**src/llapi_pkg.sv**
```systemverilog
// Shared widths, joypad and button types, controller type codes and serial mode enum
`default_nettype none

package llapi_pkg;

	// ==============================
	// Console joypad side
	// ==============================

	// Bits 3:0 d-pad, then A, B, X, Y, L, R, Select, Start
	localparam int JOY_W = 12;
	typedef logic [JOY_W-1:0] joy_t;

	// Player slots presented to the console
	localparam int NUM_PLAYERS = 5;

	// ==============================
	// LLAPI adapter side
	// ==============================

	localparam int LLAPI_BTN_W  = 32;
	localparam int LLAPI_TYPE_W = 8;

	// One bit per HID button index
	typedef logic [LLAPI_BTN_W-1:0] llapi_btn_t;

	// Controller type codes
	localparam logic [LLAPI_TYPE_W-1:0] TYPE_NONE      = 8'd0;   // Also reported by Atari pads
	localparam logic [LLAPI_TYPE_W-1:0] TYPE_SATURN    = 8'd3;
	localparam logic [LLAPI_TYPE_W-1:0] TYPE_SATURN_3D = 8'd8;
	localparam logic [LLAPI_TYPE_W-1:0] TYPE_INVALID   = 8'd255;

	// Button indices (HID id minus one)
	localparam int BTN_FIRST   = 0;
	localparam int BTN_START   = 5;
	localparam int BTN_DPAD_LO = 24;
	localparam int BTN_DOWN    = 26;

	// User port mode
	typedef enum logic [1:0] {
		SERIAL_OFF       = 2'd0,
		SERIAL_SNAC_SNES = 2'd1,
		SERIAL_SNAC_GB   = 2'd2,
		SERIAL_LLAPI     = 2'd3
	} serial_mode_e;

endpackage

`default_nettype wire

```
**src/llapi_pad_decoder.sv**
```systemverilog
// LLAPI pad decoder with button remap, sticky presence flag, use decision and menu combo
`default_nettype none
`timescale 1ns/1ns

module llapi_pad_decoder
	import llapi_pkg::*;
(
	input  logic                    clk_sys,
	input  logic                    reset,
	input  serial_mode_e            serial_mode,
	input  logic                    llapi_en,
	input  logic [LLAPI_TYPE_W-1:0] llapi_type,
	input  llapi_btn_t              llapi_buttons,
	output joy_t                    pad_joy,
	output logic                    pad_use,
	output logic                    pad_menu_combo
);

	logic pressed;
	logic type_valid;
	logic is_saturn;
	logic llapi_sel;
	logic pad_active;

	// ==============================
	// Presence
	// ==============================

	// Type 0 or 255 means nothing plugged in, until a button proves otherwise
	assign type_valid = (llapi_type != TYPE_NONE) && (llapi_type != TYPE_INVALID);

	always_ff @(posedge clk_sys) begin
		if (reset) begin
			pressed <= 1'b0;
		end else if (|llapi_buttons) begin
			pressed <= 1'b1;
		end
	end

	assign pad_active = type_valid | pressed;
	assign llapi_sel  = (serial_mode == SERIAL_LLAPI);
	assign pad_use    = llapi_en & llapi_sel & pad_active;

	// ==============================
	// Button remap
	// ==============================

	assign is_saturn = (llapi_type == TYPE_SATURN) || (llapi_type == TYPE_SATURN_3D);

	always_comb begin
		// D-pad, face buttons and Start are common to every layout
		pad_joy[3:0] = llapi_buttons[BTN_DPAD_LO +: 4];
		pad_joy[4]   = llapi_buttons[1];
		pad_joy[5]   = llapi_buttons[BTN_FIRST];
		pad_joy[6]   = llapi_buttons[3];
		pad_joy[7]   = llapi_buttons[2];
		pad_joy[11]  = llapi_buttons[BTN_START];

		if (is_saturn) begin
			// Shoulder buttons for L/R, Z stands in for Select
			pad_joy[8]  = llapi_buttons[8];
			pad_joy[9]  = llapi_buttons[9] | llapi_buttons[7];
			pad_joy[10] = llapi_buttons[6];
		end else begin
			pad_joy[8]  = llapi_buttons[6];
			pad_joy[9]  = llapi_buttons[7];
			pad_joy[10] = llapi_buttons[4];
		end
	end

	// Down + Start + first button opens the OSD
	assign pad_menu_combo = llapi_buttons[BTN_DOWN]
		& llapi_buttons[BTN_START]
		& llapi_buttons[BTN_FIRST];

	// ==============================
	// Checks
	// ==============================

	// Sticky flag only drops through reset
	pressed_sticky: assert property (
		@(posedge clk_sys) $fell(pressed) |-> $past(reset)
	);

endmodule

`default_nettype wire

```
**src/player_slot_router.sv**
```systemverilog
// Player slot router for LLAPI and USB pads with registered OSD request
`default_nettype none
`timescale 1ns/1ns

module player_slot_router
	import llapi_pkg::*;
(
	input  logic clk_sys,
	input  logic reset,
	input  joy_t pad_joy_a,
	input  joy_t pad_joy_b,
	input  logic pad_use_a,
	input  logic pad_use_b,
	input  logic pad_menu_combo_a,
	input  logic pad_menu_combo_b,
	input  joy_t joy_usb_0,
	input  joy_t joy_usb_1,
	input  joy_t joy_usb_2,
	input  joy_t joy_usb_3,
	input  joy_t joy_usb_4,
	output joy_t joy_0,
	output joy_t joy_1,
	output joy_t joy_2,
	output joy_t joy_3,
	output joy_t joy_4,
	output logic osd_request
);

	joy_t slot_next [NUM_PLAYERS];
	joy_t slot_q    [NUM_PLAYERS];

	// USB pads move down past whichever LLAPI pads are in use
	always_comb begin
		case ({pad_use_a, pad_use_b})
			2'b11: begin
				slot_next[0] = pad_joy_a;
				slot_next[1] = pad_joy_b;
				slot_next[2] = joy_usb_0;
				slot_next[3] = joy_usb_1;
				slot_next[4] = joy_usb_2;
			end
			2'b10: begin
				slot_next[0] = pad_joy_a;
				slot_next[1] = joy_usb_0;
				slot_next[2] = joy_usb_1;
				slot_next[3] = joy_usb_2;
				slot_next[4] = joy_usb_3;
			end
			2'b01: begin
				// Pad B keeps player 2, first USB pad takes player 1
				slot_next[0] = joy_usb_0;
				slot_next[1] = pad_joy_b;
				slot_next[2] = joy_usb_1;
				slot_next[3] = joy_usb_2;
				slot_next[4] = joy_usb_3;
			end
			default: begin
				slot_next[0] = joy_usb_0;
				slot_next[1] = joy_usb_1;
				slot_next[2] = joy_usb_2;
				slot_next[3] = joy_usb_3;
				slot_next[4] = joy_usb_4;
			end
		endcase
	end

	always_ff @(posedge clk_sys) begin
		if (reset) begin
			for (int i = 0; i < NUM_PLAYERS; i++) begin
				slot_q[i] <= '0;
			end
			osd_request <= 1'b0;
		end else begin
			slot_q      <= slot_next;
			osd_request <= pad_menu_combo_a | pad_menu_combo_b;
		end
	end

	assign joy_0 = slot_q[0];
	assign joy_1 = slot_q[1];
	assign joy_2 = slot_q[2];
	assign joy_3 = slot_q[3];
	assign joy_4 = slot_q[4];

	// Pad A always lands in player 1 when in use
	pad_a_first: assert property (
		@(posedge clk_sys) disable iff (reset)
		pad_use_a |=> (joy_0 == $past(pad_joy_a))
	);

	reset_clears: assert property (
		@(posedge clk_sys) reset |=> (joy_0 == '0 && joy_1 == '0 && joy_2 == '0
			&& joy_3 == '0 && joy_4 == '0 && !osd_request)
	);

endmodule

`default_nettype wire

```
**src/llapi_input_hub.sv**
```systemverilog
// Controller input hub joining two LLAPI pad decoders and the player slot router
`default_nettype none
`timescale 1ns/1ns

module llapi_input_hub
	import llapi_pkg::*;
(
	input  logic                    clk_sys,
	input  logic                    reset,
	input  serial_mode_e            serial_mode,
	input  logic                    llapi_en_a,
	input  logic                    llapi_en_b,
	input  logic [LLAPI_TYPE_W-1:0] llapi_type_a,
	input  logic [LLAPI_TYPE_W-1:0] llapi_type_b,
	input  llapi_btn_t              llapi_buttons_a,
	input  llapi_btn_t              llapi_buttons_b,
	input  joy_t                    joy_usb_0,
	input  joy_t                    joy_usb_1,
	input  joy_t                    joy_usb_2,
	input  joy_t                    joy_usb_3,
	input  joy_t                    joy_usb_4,
	output joy_t                    joy_0,
	output joy_t                    joy_1,
	output joy_t                    joy_2,
	output joy_t                    joy_3,
	output joy_t                    joy_4,
	output logic                    osd_request
);

	joy_t pad_joy_a;
	joy_t pad_joy_b;
	logic pad_use_a;
	logic pad_use_b;
	logic pad_menu_combo_a;
	logic pad_menu_combo_b;

	// ==============================
	// LLAPI ports
	// ==============================

	llapi_pad_decoder pad_a (
		.clk_sys        (clk_sys),
		.reset          (reset),
		.serial_mode    (serial_mode),
		.llapi_en       (llapi_en_a),
		.llapi_type     (llapi_type_a),
		.llapi_buttons  (llapi_buttons_a),
		.pad_joy        (pad_joy_a),
		.pad_use        (pad_use_a),
		.pad_menu_combo (pad_menu_combo_a)
	);

	llapi_pad_decoder pad_b (
		.clk_sys        (clk_sys),
		.reset          (reset),
		.serial_mode    (serial_mode),
		.llapi_en       (llapi_en_b),
		.llapi_type     (llapi_type_b),
		.llapi_buttons  (llapi_buttons_b),
		.pad_joy        (pad_joy_b),
		.pad_use        (pad_use_b),
		.pad_menu_combo (pad_menu_combo_b)
	);

	// ==============================
	// Slot assignment
	// ==============================

	player_slot_router slot_router (
		.clk_sys          (clk_sys),
		.reset            (reset),
		.pad_joy_a        (pad_joy_a),
		.pad_joy_b        (pad_joy_b),
		.pad_use_a        (pad_use_a),
		.pad_use_b        (pad_use_b),
		.pad_menu_combo_a (pad_menu_combo_a),
		.pad_menu_combo_b (pad_menu_combo_b),
		.joy_usb_0        (joy_usb_0),
		.joy_usb_1        (joy_usb_1),
		.joy_usb_2        (joy_usb_2),
		.joy_usb_3        (joy_usb_3),
		.joy_usb_4        (joy_usb_4),
		.joy_0            (joy_0),
		.joy_1            (joy_1),
		.joy_2            (joy_2),
		.joy_3            (joy_3),
		.joy_4            (joy_4),
		.osd_request      (osd_request)
	);

endmodule

`default_nettype wire

```
**config.mk**
```make
export PLATFORM = sky130hd
export DESIGN_NAME = llapi_input_hub
export DESIGN_NICKNAME = d
export VERILOG_FILES = /design/src/llapi_pkg.sv /design/src/llapi_pad_decoder.sv /design/src/player_slot_router.sv /design/src/llapi_input_hub.sv
export SDC_FILE = /design/constraint.sdc
export NUM_CORES = 1
export LEC_CHECK = 0
export ABC_CLOCK_PERIOD_IN_PS = 2980
export BUFFER_PORTS_ARGS = -buffer_cell sky130_fd_sc_hd__buf_2
export CAP_MARGIN = 20
export CORE_ASPECT_RATIO = 1.25
export CORE_UTILIZATION = 40
export CTS_CLUSTER_SIZE = 12
export DETAILED_ROUTE_END_ITERATION = 8
export PLACE_DENSITY = 0.79
export SYNTH_ARGS = -nofsm -noshare
export SYNTH_HDL_FRONTEND = slang
export SYNTH_SLANG_ARGS = --single-unit
```
**constraint.sdc**
```tcl
create_clock -name clk_sys -period 2.98 [get_ports clk_sys]
set_input_delay 0.894 -clock clk_sys [delete_from_list [all_inputs] [get_ports clk_sys]]
set_output_delay 0.894 -clock clk_sys [all_outputs]
set_load 0.1 [all_outputs]
```
==> results of run 1 <==
-- cells by family after synthesis --
family | Yosys count | synth area share
AOI/OAI and AO/OA | 65 | 0.198
xor gates and xnor gates | 1 | 0.00968
buffers and inverters | 23 | 0.0532
DFF | 63 | 0.443
muxes | 23 | 0.0810
and+or+nand+nor | 114 | 0.215
-- layer usage --
layer	global-route usage	up-vias	wire [microns]
li1	-	1552	-
met4	0.113	0	267
met3	0.0379	18	533
met2	0.412	169	4690
met1	0.303	1497	3880
met5	0	-	0
-- how the worst max path moves through the flow --
stage | endpoint | slack (ns) | start | cells past startpoint
after CTS | slot_router.joy_4[3]$_SDFF_PP0_ | 0.24 | llapi_type_a[5] | 7
after detailed placement | slot_router.joy_4[3]$_SDFF_PP0_ | -0.09 | llapi_type_a[5] | 7
after global routing | slot_router.joy_2[7]$_SDFF_PP0_ | 0.09 | llapi_type_a[5] | 7
after global placement | slot_router.joy_4[2]$_SDFF_PP0_ | -0.04 | llapi_type_a[5] | 7
after floorplan | slot_router.joy_2[6]$_SDFF_PP0_ | 0.36 | llapi_type_a[5] | 7
final | slot_router.joy_4[3]$_SDFF_PP0_ | 0.24 | llapi_type_a[5] | 7
-- state kept, by name, summed over array words and instances, names as in the netlist --
| register | flops |
|---|---|
| pad_b.pressed | 1 |
| slot_router.joy_1 | 12 |
| slot_router.joy_4 | 12 |
| pad_a.pressed | 1 |
| slot_router.joy_2 | 12 |
| slot_router.joy_0 | 12 |
| slot_router.joy_3 | 12 |
| slot_router.osd_request | 1 |
-- critical path, delay by kind of cell --
kind	cells	cell delay, ns
and+or+nand+nor	4	1.00
xor gates and xnor gates	1	0.74
AOI/OAI and AO/OA	1	0.26
buffers and inverters	1	0.11
-- area by class of cell --
type / count / share of cell area
clock inverter: 7 / 0.0287
tap: 90 / 0.0269
multi-input combinational: 203 / 0.342
timing repair buffer: 216 / 0.271
clock buffer: 9 / 0.0296
sequential: 63 / 0.301
-- through the flow --
| step | std cells | hold slack [ns] | power, mW | utilization |
|---|---|---|---|---|
| after floorplan | 289 | 0.615 | 1.54 | - |
| after global placement | 571 | 0.720 | 1.74 | 0.567 |
| after detailed placement | 571 | 0.718 | 1.75 | 0.567 |
| after CTS | 587 | 0.757 | 2.65 | 0.602 |
| after global routing | 588 | 0.802 | 2.73 | 0.603 |
| final | 588 | 0.738 | 2.64 | 0.603 |
-- where the power goes --
group          total [mW]  internal [mW]  switching, mW
sequential          0.922          0.903         0.0188
combinational       0.811          0.191          0.621
clock               0.909          0.558          0.351
-- layout by cell type, fill, tap and decap left out, types with 2 or more instances in the layout --
cell type    n
nand2_1      8
bufinv_16    3
or4_1        2
a211oi_1    16
nand2b_1     2
o21ai_0      2
o22a_1       2
mux2i_1     23
a222oi_1    36
nand4_1      4
nor3_4       2
dfxtp_1     63
a21oi_1      7
clkbuf_8     9
buf_12       2
buf_4        7
nor2_1      62
or4_4        3
nor4_1      20
nor4_4       2
nand3_1      5
buf_2      206
==> reports/metrics.csv, run 1 <==
stage,metric,value,unit
outcome,status,finished with violations,
outcome,failing checks,DRC,
place,Detail Placement HPWL,7200,microns
timing,setup TNS,0,ns
synth,synth unique cells,28,
synth,"Seq/Total Area, Yosys",0.443,
place,GPL Wtd Cong,0.823,
worst_setup_path,WP data required,3.25,ns
worst_setup_path,"reg-to-reg slack, setup",0.59,ns
synth,synth top area cells,"dfxtp_1, a222oi_1, nor2_1",
floorplanning,io pins,207,
timing,Setup Viol. Count Final,0,
timing,slew margin rel.,0.398,
worst_setup_path,CP startpoint kind,input port,
timing,Final WS setup,0.240,ns
layout,fill cell count,588,
clock_tree,# hold bufs at CTS,0,
place,dpl cell area,3930,sq um
hold_path,Hold Crit Depth,4,
floorplanning,Chip Height,96.3,microns
hold_path,Hold Path Class,reg2reg,
worst_setup_path,Critical Path Most Common Cell,nor3_4,
clock_tree,clk sinks,63,
pwr,static leakage,1.97,nW
layout,post-route cell area,4180,sq um
synth,Post-synth EDFFs,0,
layout,Nets,639,
clock_tree,Worst-path clk slew,0.07,ns
synth,syn nets,435,
worst_setup_path,CP peak stage delay,0.74,ns
layout,area delta synth->final,47.1,%
routing,post-route ant nets,0,
routing,initial DRC count,350,
floorplanning,total die area,7450,sq um
layout,multi-input logic area,1430,sq um
timing,Final Max Slew Viols,0,
worst_setup_path,reg2reg start,pad_a.pressed$_SDFFE_PP0P_,
place,port bufs,206,
timing,Worst Max-Slew Pin Slew,0.903,ns
layout,ANT cells,0,
floorplanning,die width,77.4,microns
worst_setup_path,"Worst Path Class, Setup",in2reg,
hold_path,worst min-delay path startpoint,pad_b.pressed$_SDFFE_PP0P_,
global_route,initial antenna violation count,0,
routing,Pre-antenna DRT Iters,9,
synth,ys flop type,dfxtp_1,
synth,Syn Area/Cell,9.84,sq um
synth,asr flop ratio synth,0,
timing,Max Freq,0.365,GHz
synth,synth cell count leaders,"dfxtp_1, nor2_1, a222oi_1",
hold_path,hold path endpoint,pad_b.pressed$_SDFFE_PP0P_,
clock_tree,CTS tree,yes,
clock_tree,clock buffer depth,2,
layout,Reg area,1260,sq um
clock_tree,post_cts resized,0,
worst_setup_path,Worst path slowest cell,xnor2_4,
worst_setup_path,Worst R2R End,slot_router.joy_4[3]$_SDFF_PP0_,
worst_setup_path,CP endpoint kind,register,
synth,post-synth top area share,0.443,
worst_setup_path,cells on worst reg2reg path,6,
timing,"Period Utilization, post-route",0.919,
clock_tree,TritonCTS buffer count,9,
synth,register bit total from synthesis,63,
global_route,vias in the first global route,2729,
clock_tree,"Clk Latency, worst-skew pair",0.34,ns
global_route,pin count of the biggest net entering global routing,64,
timing,Final Hold Fails,0,
pwr,worst-case vdd ir drop,0.000311,V
clock_tree,H-tree level count,3,
global_route,total gr overflow,0,
worst_setup_path,crit-path max FO,36,
routing,Via density,5.50,
floorplanning,Initial Util,0.410,
routing,drt wl/cell,15.9,microns
synth,Synth Warn #,0,
routing,routed wire length,9370,microns
pwr,Power Dens Cells,631,nW/um^2
job,Max Cap Viol,0,
layout,share of layout cells above drive strength 1,0.488,
floorplanning,Row Count,34,
floorplanning,Placeable Area,6930,sq um
synth,Syn Std Cell Area,2840,sq um
worst_setup_path,CP arrival,3.01,ns
clock_tree,Post-CTS Setup Repair Bufs,0,
global_route,first-pass GRT wire length,13800,microns
routing,Via Count,3236,
place,dpl ws,-0.0936,ns
timing,RSZ-0062 raised after global routing,false,
synth,"count leader, synth",dfxtp_1,
timing,minimum clock period,2.74,ns
timing,Post-Route Skew,0.00680,ns
synth,Mapped Cells,289,
routing,drt drc,15,
clock_tree,Root Buffer Master,clkbuf_8,
global_route,GRT Total Usage,0.243,
worst_setup_path,crit path cell chain,"buf_2, or4_4, nor3_4, nor3_4, xnor2_4, a222oi_1, nor2_1",
synth,cell taking the most area after synthesis,dfxtp_1,
(Power assumes the default switching activity.)
==> run 2: changes to the inputs <==
--- a/config.mk
+++ b/config.mk
@@ -8,11 +8,13 @@
 export ABC_CLOCK_PERIOD_IN_PS = 2980
 export BUFFER_PORTS_ARGS = -buffer_cell sky130_fd_sc_hd__buf_2
 export CAP_MARGIN = 20
+export CELL_PAD_IN_SITES_DETAIL_PLACEMENT = 1
+export CELL_PAD_IN_SITES_GLOBAL_PLACEMENT = 1
 export CORE_ASPECT_RATIO = 1.25
-export CORE_UTILIZATION = 40
+export CORE_UTILIZATION = 28
 export CTS_CLUSTER_SIZE = 12
 export DETAILED_ROUTE_END_ITERATION = 8
-export PLACE_DENSITY = 0.79
+export PLACE_DENSITY_LB_ADDON = 0.1
 export SYNTH_ARGS = -nofsm -noshare
 export SYNTH_HDL_FRONTEND = slang
 export SYNTH_SLANG_ARGS = --single-unit
==> run 2 against run 1 <==
Net effect: the flow now finishes without violations; worst hold slack better by 0.0023 ns; die area up 42%; power up 6.7%; non-clock buffer count down 3; via count up 0.59%; clock skew down 0.0016 ns; final cell count up 5.6%; first-iteration DRC count down 33%; clock power up 19%.
==> reports/metrics.csv, run 2 (synthesis results as in run 1) <==
stage,metric,value,unit,change
place,port bufs,206,,unchanged
routing,Via Count,3255,,+0.59%
clock_tree,H-tree level count,3,,unchanged
routing,post-route ant nets,0,,unchanged
worst_setup_path,"Worst Path Class, Setup",in2reg,,
hold_path,Hold Path Class,reg2reg,,
place,placed insts,605,,+6.0%
timing,Final Hold Fails,0,,unchanged
timing,Worst Max-Slew Pin Slew,0.983,ns,+0.0798 ns
layout,"commonest non-fill, non-tap cell in the layout",buf_2,,
global_route,total gr overflow,0,,unchanged
floorplanning,Initial Util,0.291,,-0.119
worst_setup_path,WP data required,3.23,ns,-0.02 ns
timing,RSZ-0062 raised after global routing,false,,
clock_tree,clk sinks,63,,unchanged
routing,initial DRC count,233,,-33%
layout,"non-filler cells, final",621,,+5.6%
global_route,first-pass GRT wire length,17200,microns,+24%
clock_tree,Worst-path clk slew,0.05,ns,-0.02 ns
pwr,worst-case vdd ir drop,0.000229,V,-26%
pwr,switching share of power,0.359,,-0.0157
layout,post-route cell area,4280,sq um,+2.3%
floorplanning,die width,92.1,microns,+19%
pwr,Final Power,2.82,mW,+6.7%
timing,"Period Utilization, post-route",0.946,,+0.0265
layout,share of layout cells above drive strength 1,0.483,,-0.00512
layout,fill cell count,1196,,+100%
clock_tree,# hold bufs at CTS,0,,unchanged
worst_setup_path,CP startpoint kind,input port,,
timing,slew margin rel.,0.345,,-0.0532
place,GPL Wtd Cong,0.816,,-0.84%
pwr,clock power share,0.382,,+0.038
timing,minimum clock period,2.82,ns,+0.0789 ns
floorplanning,Row Count,40,,+18%
pwr,Gate power share,0.291,,-0.016
global_route,initial antenna violation count,0,,unchanged
place,dpl cell area,3970,sq um,+1.1%
pwr,Power Dens Cells,659,nW/um^2,+4.3%
routing,routed wire length,11100,microns,+19%
pwr,cell internal pwr,1.81,mW,+9.4%
outcome,status,finished clean,,
place,Detail Placement HPWL,8670,microns,+20%
floorplanning,Placeable Area,9760,sq um,+41%
clock_tree,Post-CTS Setup Repair Bufs,0,,unchanged
routing,drt drc,0,,-15
layout,area delta synth->final,50.6,%,
global_route,GRT Total Usage,0.214,,-0.0292
floorplanning,total die area,10600,sq um,+42%
pwr,Seq pwr share,0.327,,-0.022
layout,ANT cells,0,,unchanged
clock_tree,clock buffer depth,2,,unchanged
worst_setup_path,CP endpoint kind,register,,
clock_tree,post_cts resized,0,,unchanged
layout,Nets,636,,-0.47%
job,Max Cap Viol,0,,unchanged
timing,Post-Route Skew,0.00517,ns,-0.00163 ns
worst_setup_path,crit-path max FO,36,,unchanged
layout,Final Util,0.439,,-0.165
routing,Pre-antenna DRT Iters,8,,-1
clock_tree,CTS tree,yes,,
timing,Max Freq,0.355,GHz,-2.8%
pwr,static leakage,1.99,nW,+1.1%
floorplanning,io pins,207,,unchanged
timing,Setup Viol. Count Final,0,,unchanged
routing,drt wl/cell,17.9,microns,+13%
floorplanning,Chip Height,115,microns,+19%
clock_tree,Root Buffer Master,clkbuf_16,,
timing,Final Max Slew Viols,0,,unchanged
layout,"commonest cells after routing, fill and taps aside","buf_2, dfxtp_1, nor2_1",,
global_route,pin count of the biggest net entering global routing,37,,-42%
routing,Via density,5.24,,-4.8%
clock_tree,TritonCTS buffer count,9,,unchanged
clock_tree,"Clk Latency, worst-skew pair",0.33,ns,about the same
worst_setup_path,CP arrival,3.07,ns,+0.06 ns
global_route,vias in the first global route,3240,,+19%
pwr,Psw,1.01,mW,+2.3%
run 2: worst paths after layout:
path / to / slack (ns) / start / cells past startpoint
setup / recovery: slot_router.joy_4[2]$_SDFF_PP0_ / 0.16 / llapi_type_a[5] / 7
hold reg to reg: pad_b.pressed$_SDFFE_PP0P_ / 0.74 / pad_b.pressed$_SDFFE_PP0P_ / 4
hold / removal: pad_b.pressed$_SDFFE_PP0P_ / 0.74 / pad_b.pressed$_SDFFE_PP0P_ / 4
setup reg to reg: slot_router.joy_4[2]$_SDFF_PP0_ / 0.52 / pad_a.pressed$_SDFFE_PP0P_ / 6
run 2: area by class of cell:
type,count,area [sq um],area share
multi-input combinational,203,1430,0.334
sequential,63,1260,0.295
timing repair buffer,213,1120,0.262
clock buffer,13,270,0.0631
tap,126,158,0.0368
clock inverter,3,40.0,0.00935
run 2: critical path, stage by stage:
cell      delay, ns
buf_2          0.11
or4_4          0.55
nor3_4         0.23
nor3_4         0.09
xnor2_4        0.77
a222oi_1       0.27
nor2_1         0.15
run 2: routing by layer:
metal	up-vias	part of all wire	track usage
met1	1533	0.42	0.260
met5	-	0	0
li1	1547	-	-
met3	15	0.063	0.0544
met2	160	0.49	0.358
met4	0	0.026	0.0885
run 2: power groups by stage:
stage	registers (mW)	logic (mW)	clock network [mW]
3_3_place_gp	0.941	0.814	0
5_1_grt	0.927	0.860	1.15
6_report	0.922	0.822	1.08
4_1_cts	0.923	0.825	1.10
2_1_floorplan	1.38	0.159	0
3_5_place_dp	0.940	0.823	0
run 2: per-stage QoR:
stage | setup WS, ns | setup TNS, ns | hold WS, ns
2_1_floorplan | 0.358 | 0 | 0.615
3_3_place_gp | -0.134 | -3.15 | 0.707
3_5_place_dp | -0.167 | -3.73 | 0.713
4_1_cts | 0.146 | 0 | 0.726
5_1_grt | 0.0112 | 0 | 0.795
6_report | 0.161 | 0 | 0.741
